[config.mk]
export PLATFORM = sky130hd
export DESIGN_NAME = vec_accel
export DESIGN_NICKNAME = d
export VERILOG_FILES = /design/src/source/accel_pkg.sv /design/src/source/vec_accel.sv /design/src/source/result_writer.sv /design/src/source/lane_mac.sv /design/src/source/coef_loader.sv /design/src/source/accel_ctrl.sv
export SDC_FILE = /design/constraint.sdc
export NUM_CORES = 2
export LEC_CHECK = 0
export BUFFER_PORTS_ARGS = -buffer_cell sky130_fd_sc_hd__buf_2
export CAP_MARGIN = 40
export CORE_ASPECT_RATIO = 1.25
export CORE_UTILIZATION = 47
export DETAILED_ROUTE_END_ITERATION = 12
export GPL_ROUTABILITY_DRIVEN = 0
export PLACE_DENSITY = 0.72
export RECOVER_POWER = 100
export SYNTH_ARGS = -nofsm -noshare
export SYNTH_HDL_FRONTEND = slang
export SYNTH_SLANG_ARGS = --single-unit
[constraint.sdc]
create_clock -name clk -period 8 [get_ports clk]
set_clock_uncertainty 0.1 [all_clocks]
set_input_delay 0.8 -clock clk [delete_from_list [all_inputs] [get_ports clk]]
set_output_delay 0.8 -clock clk [all_outputs]
set_load 0.01 [all_outputs]
[src/source/accel_pkg.sv]
package accel_pkg;

   // bus and register address width
   localparam int addr_w = 16;

   // defaults the top level turns into N_LANES and LANE_W
   localparam int n_lanes_def = 4;
   localparam int lane_w_def  = 16;

   // control region select and run/clear select inside it
   localparam int ctrl_bit  = 15;
   localparam int clear_bit = 14;

   // unit registers, bit 8 picks the unit
   localparam logic [addr_w-1:0] reg_bias_addr  = 16'h0000;
   localparam logic [addr_w-1:0] reg_in_addr    = 16'h0100;
   localparam logic [addr_w-1:0] reg_out_addr   = 16'h0101;
   localparam logic [addr_w-1:0] reg_len        = 16'h0102;
   localparam logic [addr_w-1:0] reg_run_addr   = 16'h8000;
   localparam logic [addr_w-1:0] reg_clear_addr = 16'hc000;

   typedef enum logic [1:0] {op_none, op_cfg, op_run, op_clear} reg_op_e;

   typedef struct packed {
      logic              valid;
      logic [addr_w-1:0] addr;
      logic              wstrb;
      logic [31:0]       wdata;
   } cpu_req_t;

   typedef struct packed {
      logic [addr_w-1:0] bias_addr;
      logic [addr_w-1:0] in_addr;
      logic [addr_w-1:0] out_addr;
      logic [addr_w-1:0] len;
   } unit_cfg_t;

   // data words travel beside this, their width is a parameter
   typedef struct packed {
      logic              valid;
      logic [addr_w-1:0] addr;
      logic              write;
   } bus_req_t;

   typedef enum logic [1:0] {ld_idle, ld_bias, ld_weight, ld_done} loader_state_e;
   typedef enum logic [1:0] {mac_idle, mac_fetch, mac_hold, mac_done} mac_state_e;

endpackage
[src/source/vec_accel.sv]
module vec_accel #(
   parameter int N_LANES = accel_pkg::n_lanes_def,
   parameter int LANE_W  = accel_pkg::lane_w_def
) (
   input  logic                       clk,
   input  logic                       rst,
   // cpu port
   input  accel_pkg::cpu_req_t        cpu_req,
   output logic                       ready,
   output logic [31:0]                rdata,
   // coefficient reads
   output accel_pkg::bus_req_t        rd0_req,
   input  logic                       rd0_ready,
   input  logic [N_LANES*LANE_W-1:0]  rd0_rdata,
   // input word reads
   output accel_pkg::bus_req_t        rd1_req,
   input  logic                       rd1_ready,
   input  logic [N_LANES*LANE_W-1:0]  rd1_rdata,
   // result writes
   output accel_pkg::bus_req_t        wr_req,
   input  logic                       wr_ready,
   output logic [N_LANES*LANE_W-1:0]  wr_wdata
);
   import accel_pkg::*;

   unit_cfg_t                 cfg;
   logic                      run;
   logic                      clear;
   logic                      done_all;
   logic                      loader_done;
   logic                      mac_done;
   logic                      wr_idle;
   logic                      coef_ready;
   logic [N_LANES*LANE_W-1:0] bias;
   logic [N_LANES*LANE_W-1:0] weight;
   logic                      res_valid;
   logic [N_LANES*LANE_W-1:0] res_data;
   logic [addr_w-1:0]         res_addr;
   logic                      res_full;

   assign done_all = &{loader_done, mac_done, wr_idle};

   accel_ctrl u_ctrl (
      .clk(clk), .rst(rst), .cpu_req(cpu_req), .done_all(done_all),
      .ready(ready), .rdata(rdata), .cfg(cfg), .run(run), .clear(clear)
   );

   coef_loader #(.N_LANES(N_LANES), .LANE_W(LANE_W)) u_loader (
      .clk(clk), .rst(rst), .run(run), .clear(clear), .bias_addr(cfg.bias_addr),
      .bus_req(rd0_req), .bus_ready(rd0_ready), .bus_rdata(rd0_rdata),
      .bias(bias), .weight(weight), .coef_ready(coef_ready), .done(loader_done)
   );

   lane_mac #(.N_LANES(N_LANES), .LANE_W(LANE_W)) u_mac (
      .clk(clk), .rst(rst), .run(run), .clear(clear),
      .in_addr(cfg.in_addr), .out_addr(cfg.out_addr), .len(cfg.len),
      .coef_ready(coef_ready), .bias(bias), .weight(weight),
      .bus_req(rd1_req), .bus_ready(rd1_ready), .bus_rdata(rd1_rdata),
      .res_valid(res_valid), .res_data(res_data), .res_addr(res_addr),
      .res_full(res_full), .done(mac_done)
   );

   result_writer #(.N_LANES(N_LANES), .LANE_W(LANE_W)) u_writer (
      .clk(clk), .rst(rst), .clear(clear), .res_valid(res_valid),
      .res_data(res_data), .res_addr(res_addr), .res_full(res_full),
      .bus_req(wr_req), .bus_ready(wr_ready), .bus_wdata(wr_wdata), .idle(wr_idle)
   );

endmodule

[src/source/result_writer.sv]
module result_writer #(
   parameter int N_LANES = 4,
   parameter int LANE_W  = 16
) (
   input  logic                          clk,
   input  logic                          rst,
   input  logic                          clear,
   input  logic                          res_valid,
   input  logic [N_LANES*LANE_W-1:0]     res_data,
   input  logic [accel_pkg::addr_w-1:0]  res_addr,
   output logic                          res_full,
   output accel_pkg::bus_req_t           bus_req,
   input  logic                          bus_ready,
   output logic [N_LANES*LANE_W-1:0]     bus_wdata,
   output logic                          idle
);
   import accel_pkg::*;

   logic                      full;
   logic                      accept;
   logic                      wr_fire;
   logic [addr_w-1:0]         addr_r;

   assign accept  = res_valid && !full;
   assign wr_fire = bus_req.valid && bus_ready;

   // full from the handoff until the write is taken
   always_ff @(posedge clk or posedge rst) begin
      if (rst) begin
         full <= 1'b0;
      end else if (clear) begin
         full <= 1'b0;
      end else if (accept) begin
         full <= 1'b1;
      end else if (wr_fire) begin
         full <= 1'b0;
      end
   end

   always_ff @(posedge clk) begin
      if (accept) begin
         bus_wdata <= res_data;
         addr_r    <= res_addr;
      end
   end

   assign bus_req  = '{valid: full, addr: addr_r, write: 1'b1};
   assign res_full = full;
   assign idle     = !full;

   // a result offered while the buffer is full stays put until taken
   a_res_held: assert property (@(posedge clk) disable iff (rst)
      (res_valid && res_full && !clear) |=>
         (res_valid && $stable(res_data) && $stable(res_addr)))
      else $error("result changed while the write buffer was full");

endmodule

[src/source/lane_mac.sv]
module lane_mac #(
   parameter int N_LANES = 4,
   parameter int LANE_W  = 16
) (
   input  logic                          clk,
   input  logic                          rst,
   input  logic                          run,
   input  logic                          clear,
   input  logic [accel_pkg::addr_w-1:0]  in_addr,
   input  logic [accel_pkg::addr_w-1:0]  out_addr,
   input  logic [accel_pkg::addr_w-1:0]  len,
   input  logic                          coef_ready,
   input  logic [N_LANES*LANE_W-1:0]     bias,
   input  logic [N_LANES*LANE_W-1:0]     weight,
   output accel_pkg::bus_req_t           bus_req,
   input  logic                          bus_ready,
   input  logic [N_LANES*LANE_W-1:0]     bus_rdata,
   output logic                          res_valid,
   output logic [N_LANES*LANE_W-1:0]     res_data,
   output logic [accel_pkg::addr_w-1:0]  res_addr,
   input  logic                          res_full,
   output logic                          done
);
   import accel_pkg::*;

   mac_state_e                state;
   logic [addr_w-1:0]         cnt;
   logic                      rd_fire;
   logic [N_LANES*LANE_W-1:0] mac_word;

   assign rd_fire = bus_req.valid && bus_ready;

   // per lane bias + weight * input, wraps at LANE_W
   always_comb begin
      for (int i = 0; i < N_LANES; i++) begin
         mac_word[i*LANE_W +: LANE_W] = bias[i*LANE_W +: LANE_W]
            + weight[i*LANE_W +: LANE_W] * bus_rdata[i*LANE_W +: LANE_W];
      end
   end

   always_ff @(posedge clk or posedge rst) begin
      if (rst) begin
         state <= mac_idle;
         cnt   <= '0;
      end else if (clear) begin
         state <= mac_idle;
         cnt   <= '0;
      end else begin
         case (state)
            mac_idle, mac_done: begin
               if (run) begin
                  state <= mac_fetch;
                  cnt   <= '0;
               end
            end
            mac_fetch: begin
               if (cnt == len) begin
                  state <= mac_done;
               end else if (rd_fire) begin
                  state <= mac_hold;
               end
            end
            // wait here while the writer is busy
            mac_hold: begin
               if (!res_full) begin
                  state <= mac_fetch;
                  cnt   <= cnt + addr_w'(1);
               end
            end
            default: state <= mac_idle;
         endcase
      end
   end

   always_ff @(posedge clk) begin
      if (rd_fire) begin
         res_data <= mac_word;
         res_addr <= out_addr + cnt;
      end
   end

   // no fetch until the loader holds valid coefficients
   always_comb begin
      bus_req.valid = (state == mac_fetch) && coef_ready && (cnt != len);
      bus_req.addr  = in_addr + cnt;
      bus_req.write = 1'b0;
   end

   assign res_valid = (state == mac_hold);
   assign done      = (state == mac_idle) || (state == mac_done);

   a_req_stable: assert property (@(posedge clk) disable iff (rst)
      (bus_req.valid && !bus_ready && !clear && !run) |=> $stable(bus_req))
      else $error("port 1 request changed before ready");

endmodule

[src/source/coef_loader.sv]
module coef_loader #(
   parameter int N_LANES = 4,
   parameter int LANE_W  = 16
) (
   input  logic                          clk,
   input  logic                          rst,
   input  logic                          run,
   input  logic                          clear,
   input  logic [accel_pkg::addr_w-1:0]  bias_addr,
   output accel_pkg::bus_req_t           bus_req,
   input  logic                          bus_ready,
   input  logic [N_LANES*LANE_W-1:0]     bus_rdata,
   output logic [N_LANES*LANE_W-1:0]     bias,
   output logic [N_LANES*LANE_W-1:0]     weight,
   output logic                          coef_ready,
   output logic                          done
);
   import accel_pkg::*;

   loader_state_e state;
   logic          rd_fire;

   assign rd_fire = bus_req.valid && bus_ready;

   always_ff @(posedge clk or posedge rst) begin
      if (rst) begin
         state <= ld_idle;
      end else if (clear) begin
         state <= ld_idle;
      end else begin
         case (state)
            ld_idle, ld_done: begin
               if (run) state <= ld_bias;
            end
            ld_bias: begin
               if (rd_fire) state <= ld_weight;
            end
            ld_weight: begin
               if (rd_fire) state <= ld_done;
            end
            default: state <= ld_idle;
         endcase
      end
   end

   // captured words stay put until the next run
   always_ff @(posedge clk) begin
      if (rd_fire && state == ld_bias) bias <= bus_rdata;
      if (rd_fire && state == ld_weight) weight <= bus_rdata;
   end

   // weight word sits right after the bias word
   always_comb begin
      bus_req.valid = (state == ld_bias) || (state == ld_weight);
      bus_req.addr  = (state == ld_weight) ? bias_addr + addr_w'(1) : bias_addr;
      bus_req.write = 1'b0;
   end

   assign coef_ready = (state == ld_done);
   assign done       = (state == ld_idle) || (state == ld_done);

   a_req_stable: assert property (@(posedge clk) disable iff (rst)
      (bus_req.valid && !bus_ready && !clear) |=> $stable(bus_req))
      else $error("port 0 request changed before ready");

endmodule

[src/source/accel_ctrl.sv]
module accel_ctrl (
   input  logic                 clk,
   input  logic                 rst,
   input  accel_pkg::cpu_req_t  cpu_req,
   input  logic                 done_all,
   output logic                 ready,
   output logic [31:0]          rdata,
   output accel_pkg::unit_cfg_t cfg,
   output logic                 run,
   output logic                 clear
);
   import accel_pkg::*;

   reg_op_e op;
   logic    run_r0;
   logic    run_r1;
   logic    clear_r0;
   logic    clear_r1;

   // only writes have an effect, reads return status
   always_comb begin
      op = op_none;
      if (cpu_req.valid && cpu_req.wstrb) begin
         if (!cpu_req.addr[ctrl_bit]) begin
            op = op_cfg;
         end else if (cpu_req.addr[clear_bit]) begin
            op = op_clear;
         end else begin
            op = op_run;
         end
      end
   end

   // config registers
   always_ff @(posedge clk or posedge rst) begin
      if (rst) begin
         cfg <= '0;
      end else if (op == op_clear) begin
         cfg <= '0;
      end else if (op == op_cfg) begin
         case (cpu_req.addr)
            reg_bias_addr: cfg.bias_addr <= cpu_req.wdata[addr_w-1:0];
            reg_in_addr:   cfg.in_addr   <= cpu_req.wdata[addr_w-1:0];
            reg_out_addr:  cfg.out_addr  <= cpu_req.wdata[addr_w-1:0];
            reg_len:       cfg.len       <= cpu_req.wdata[addr_w-1:0];
            default: ;
         endcase
      end
   end

   // registered decode, edge gives a single pulse even for a held write
   always_ff @(posedge clk or posedge rst) begin
      if (rst) begin
         run_r0   <= 1'b0;
         run_r1   <= 1'b0;
         clear_r0 <= 1'b0;
         clear_r1 <= 1'b0;
      end else begin
         run_r0   <= (op == op_run);
         run_r1   <= run_r0;
         clear_r0 <= (op == op_clear);
         clear_r1 <= clear_r0;
      end
   end

   assign run   = run_r0 & ~run_r1;
   assign clear = clear_r0 & ~clear_r1;

   // cpu sees only the done bit, port never stalls
   assign ready = 1'b1;
   assign rdata = {31'd0, done_all};

   a_run_single: assert property (@(posedge clk) disable iff (rst) run |=> !run)
      else $error("run pulse lasted more than one cycle");

endmodule

==> results by group <==
Clocking
  – Max clock buf depth: 3
  – Clock Sinks: 377
  – Hold_buf cts: 0
  – CTS root buf: clkbuf_16
  – Setup bufs post-CTS: 0
  – Reg clk slew, reported paths: 60 ps
  – H-tree Lvls: 2
  – CTS buffer count: 42
  – Clock latency on the worst-skew pair: 570 ps
  – Post-cts resize count: 0
  – CTS tree: built

Synth
  – Count of mapped cells out of synthesis: just over 3000
  – Top area cells in the synthesized netlist: edfxtp_1, fa_1, ha_1
  – Top-area cell type share of the netlist area: roughly 27%
  – Synth Cell Area: 32100 um2
  – Post-synthesis sequential area ratio: approximately a third
  – Unique masters post-synth: 58
  – Main flop type after synthesis: edfxtp_1
  – Yosys top cell by area: edfxtp_1
  – Synth Register Bits: 377
  – Number of synthesized flops with an enable pin: 288
  – Syn. warnings: 0
  – Avg Inst Size Synth: 10.6 um2
  – Synth async-reset ratio: about a quarter

Routing
  – DRC viols: 0
  – WL/cell: 16.2 um
  – Detailed-router iteration count before antenna repair: 5
  – DR iter-0 viols: 846
  – Via/cell ratio: 4.92
  – Total Wirelength: just under 70000 um
  – Routed Antenna Nets: 0
  – Total number of vias: about 21000

STA
  – Worst Max-Slew Pin Slew: between 3000 and 4000 ps
  – Min Tclk post-route: 5740 ps
  – Slew Viols, Final: 373
  – RSZ-0062 raised after global routing: false
  – Hold Fails Final Rpt: 0
  – Final WS setup: around 2300 ps
  – Rel. slew slack: -126%
  – Total negative slack: 0 ps
  – Setup Viol. Count Final: 0
  – FMAX: 174 MHz
  – Final period util: a little under three quarters

Setup path
  – Slowest stage delay, CP: 650 ps
  – Flop-to-flop setup slack: 2260 ps
  – Critical Path RT: 8200 ps
  – Most used cell, CP: fa_1
  – Crit Path Max Fanout: 12
  – Crit path cell chain: and2_0 -> fa_1 -> inv_1 -> fa_1 -> inv_1 -> ha_1 -> fa_1 -> fa_1 -> inv_1 -> fa_1 -> inv_1 -> ha_1 -> or3_1 -> o211ai_1 -> o21ai_0 -> a31oi_1 -> xnor2_1
  – CP endpoint kind: flop
  – CP Class: reg2reg
  – Slowest-stage cell, CP: edfxtp_1
  – Crit path launch type: flop
  – Critical Path AT: 5950 ps

Floorplan
  – Initial Util: between 40% and 50%
  – Rows: 106
  – CORE AREA: 67100 um2
  – Die height: approximately 290 um
  – Io pins: between 300 and 400
  – Full die area: 69300 um2
  – Die W: ~240 um

Global route
  – Initial antenna violation count: 16
  – Largest net degree at the start of global routing: 60
  – Global-route wire length before repair: 111000 um
  – Overflow after GRT: 0
  – All-Layer GR Usage: about a fifth
  – Vias in the first global route: 21800

Power and ir drop
  – Pleak: 16.1 nW
  – Pwr Total: 16.8 mW
  – Power per Cell Area: 475 nW/um2
  – Maximum vdd drop: 0.348 mV

Finish
  – Multi-input logic area: between 15000 and 20000 um2
  – Post-layout nets: 4100
  – Area occupied by registers: about 11000 um2
  – Final std cells w/o fill: 4195
  – Area growth syn-to-layout: 10.1%
  – Share of cells above drive strength 1: approximately 7%
  – Filler Cells Inserted: 6054

Placed design
  – Count of input and output buffers: 282
  – Placement Setup Slack: 1940 ps
  – Hpwl dp: 55600 um
  – Placed Cells incl. Taps: about 4100

Status
  – Violated checks: capacitance limit, slew limit
  – Run status: finished with violations

Job
  – Max Cap Viol: 10

Worst hold path
  – Hold Crit Class: reg2reg
[report_power, final]
group / switching [mW] / leakage [nW] / internal (mW) / total [mW]
clock: 0.802 / 0.677 / 1.13 / 1.93
combinational: 6.16 / 11.7 / 5.13 / 11.3
sequential: 0.257 / 3.76 / 3.29 / 3.55
[final timing paths]
check	from	to	cells after the start
hold reg to reg	u_ctrl.clear_r0	u_ctrl.clear_r1	0
hold / removal	u_ctrl.clear_r0	u_ctrl.clear_r1	0
max in group asynchronous	rst	u_loader.state[1]	3
setup reg to reg	u_loader.weight[52]	u_mac.res_data[63]	17
setup / recovery	u_loader.weight[52]	u_mac.res_data[63]	17
min in group asynchronous	rst	u_ctrl.cfg[12]	2
[cell usage after synthesis (all sizes together) (9+ instances only)]
| master | instances |
|---|---|
| edfxtp | 288 |
| o21ai | 70 |
| buf | 46 |
| clkbuf | 70 |
| nor2b | 19 |
| a21o | 19 |
| nor2 | 65 |
| and2 | 219 |
| nand2b | 11 |
| dfrtp | 89 |
| fa | 378 |
| inv | 629 |
| nand2 | 428 |
| and3 | 11 |
| nand3 | 26 |
| o21bai | 9 |
| a21oi | 51 |
| xnor2 | 183 |
| xor2 | 53 |
| o21a | 12 |
| ha | 246 |
| mux2 | 31 |
| nand4 | 11 |
| nor3 | 13 |
[layout make-up]
type	count	area share, %
Timing Repair Buffer	294	3.57
Clock inverter	20	0.504
Sequential cell	377	30.8
Tap cell	864	3.06
Clock buffer	58	3.42
Multi-Input combinational cell	1949	51.9
Antenna cell	4	0.0284
Inverter	629	6.70
[worst max-delay path, delay by kind of cell, from the launching register on]
kind	cells	cell delay, ps
adder cells (fa/ha/maj)	7	3070
AO/OA/AOI/OAI	3	670
AND/OR/NAND/NOR	2	660
flip-flops	1	650
buffers and inverters	4	200
XOR/XNOR	1	130
[flip-flops by register name, indices dropped and copies added (netlist names), 2 cells and up]
signal,cells
u_ctrl.cfg,64
u_loader.bias,64
u_loader.state,2
u_loader.weight,64
u_mac.cnt,16
u_mac.res_addr,16
u_mac.res_data,64
u_mac.state,2
u_writer.addr_r,16
u_writer.bus_wdata,64
[per-layer routing]
metal | wire length, um | GRT usage, %
met4 | 1950 | 6.36
met3 | 4490 | 4.88
met2 | 34300 | 36.4
met1 | 27100 | 23.9
met5 | 194 | 0
[kinds of logic after synthesis]
logic type,Yosys count,share of synthesized area [%]
buffers and inverters,745,9.23
AO/OA/AOI/OAI,200,3.93
AND/OR/NAND/NOR,822,12.1
multiplexers,32,1.12
XOR/XNOR,236,6.45
flip-flops,377,33.9
adder cells (fa/ha/maj),624,33.2
other,2,0.0234
[per-stage QoR]
step                hold slack, ps  area, um2  util, %
floorplan                      247      32200        -
global placement               254      34200     50.9
detailed placement             260      34300     51.1
CTS                            119      35600     53.1
global route                   281      35300     52.6
finish                         269      35300     52.6
[placed cells by master, fill, tap and decap left out, drive strengths merged, types with 3 or more instances in the layout]
cell type,count
nand4,11
o31ai,4
nor2,65
a21oi,51
diode,4
clkinv,14
dfrtp,89
nor3,13
a31oi,6
edfxtp,288
nand2b,11
or2,3
nor4,4
o21a,12
and2,219
or3,8
a211oi,8
buf,123
xnor2,183
o21ai,70
nand2,428
o2111ai,3
nand3,26
fa,378
inv,630
clkbuf,229
nor2b,19
and3,11
conb,35
xor2,53
clkinvlp,3
mux2,31
o21bai,9
ha,246
a21o,19
Power figures use the tool's default switching activity.
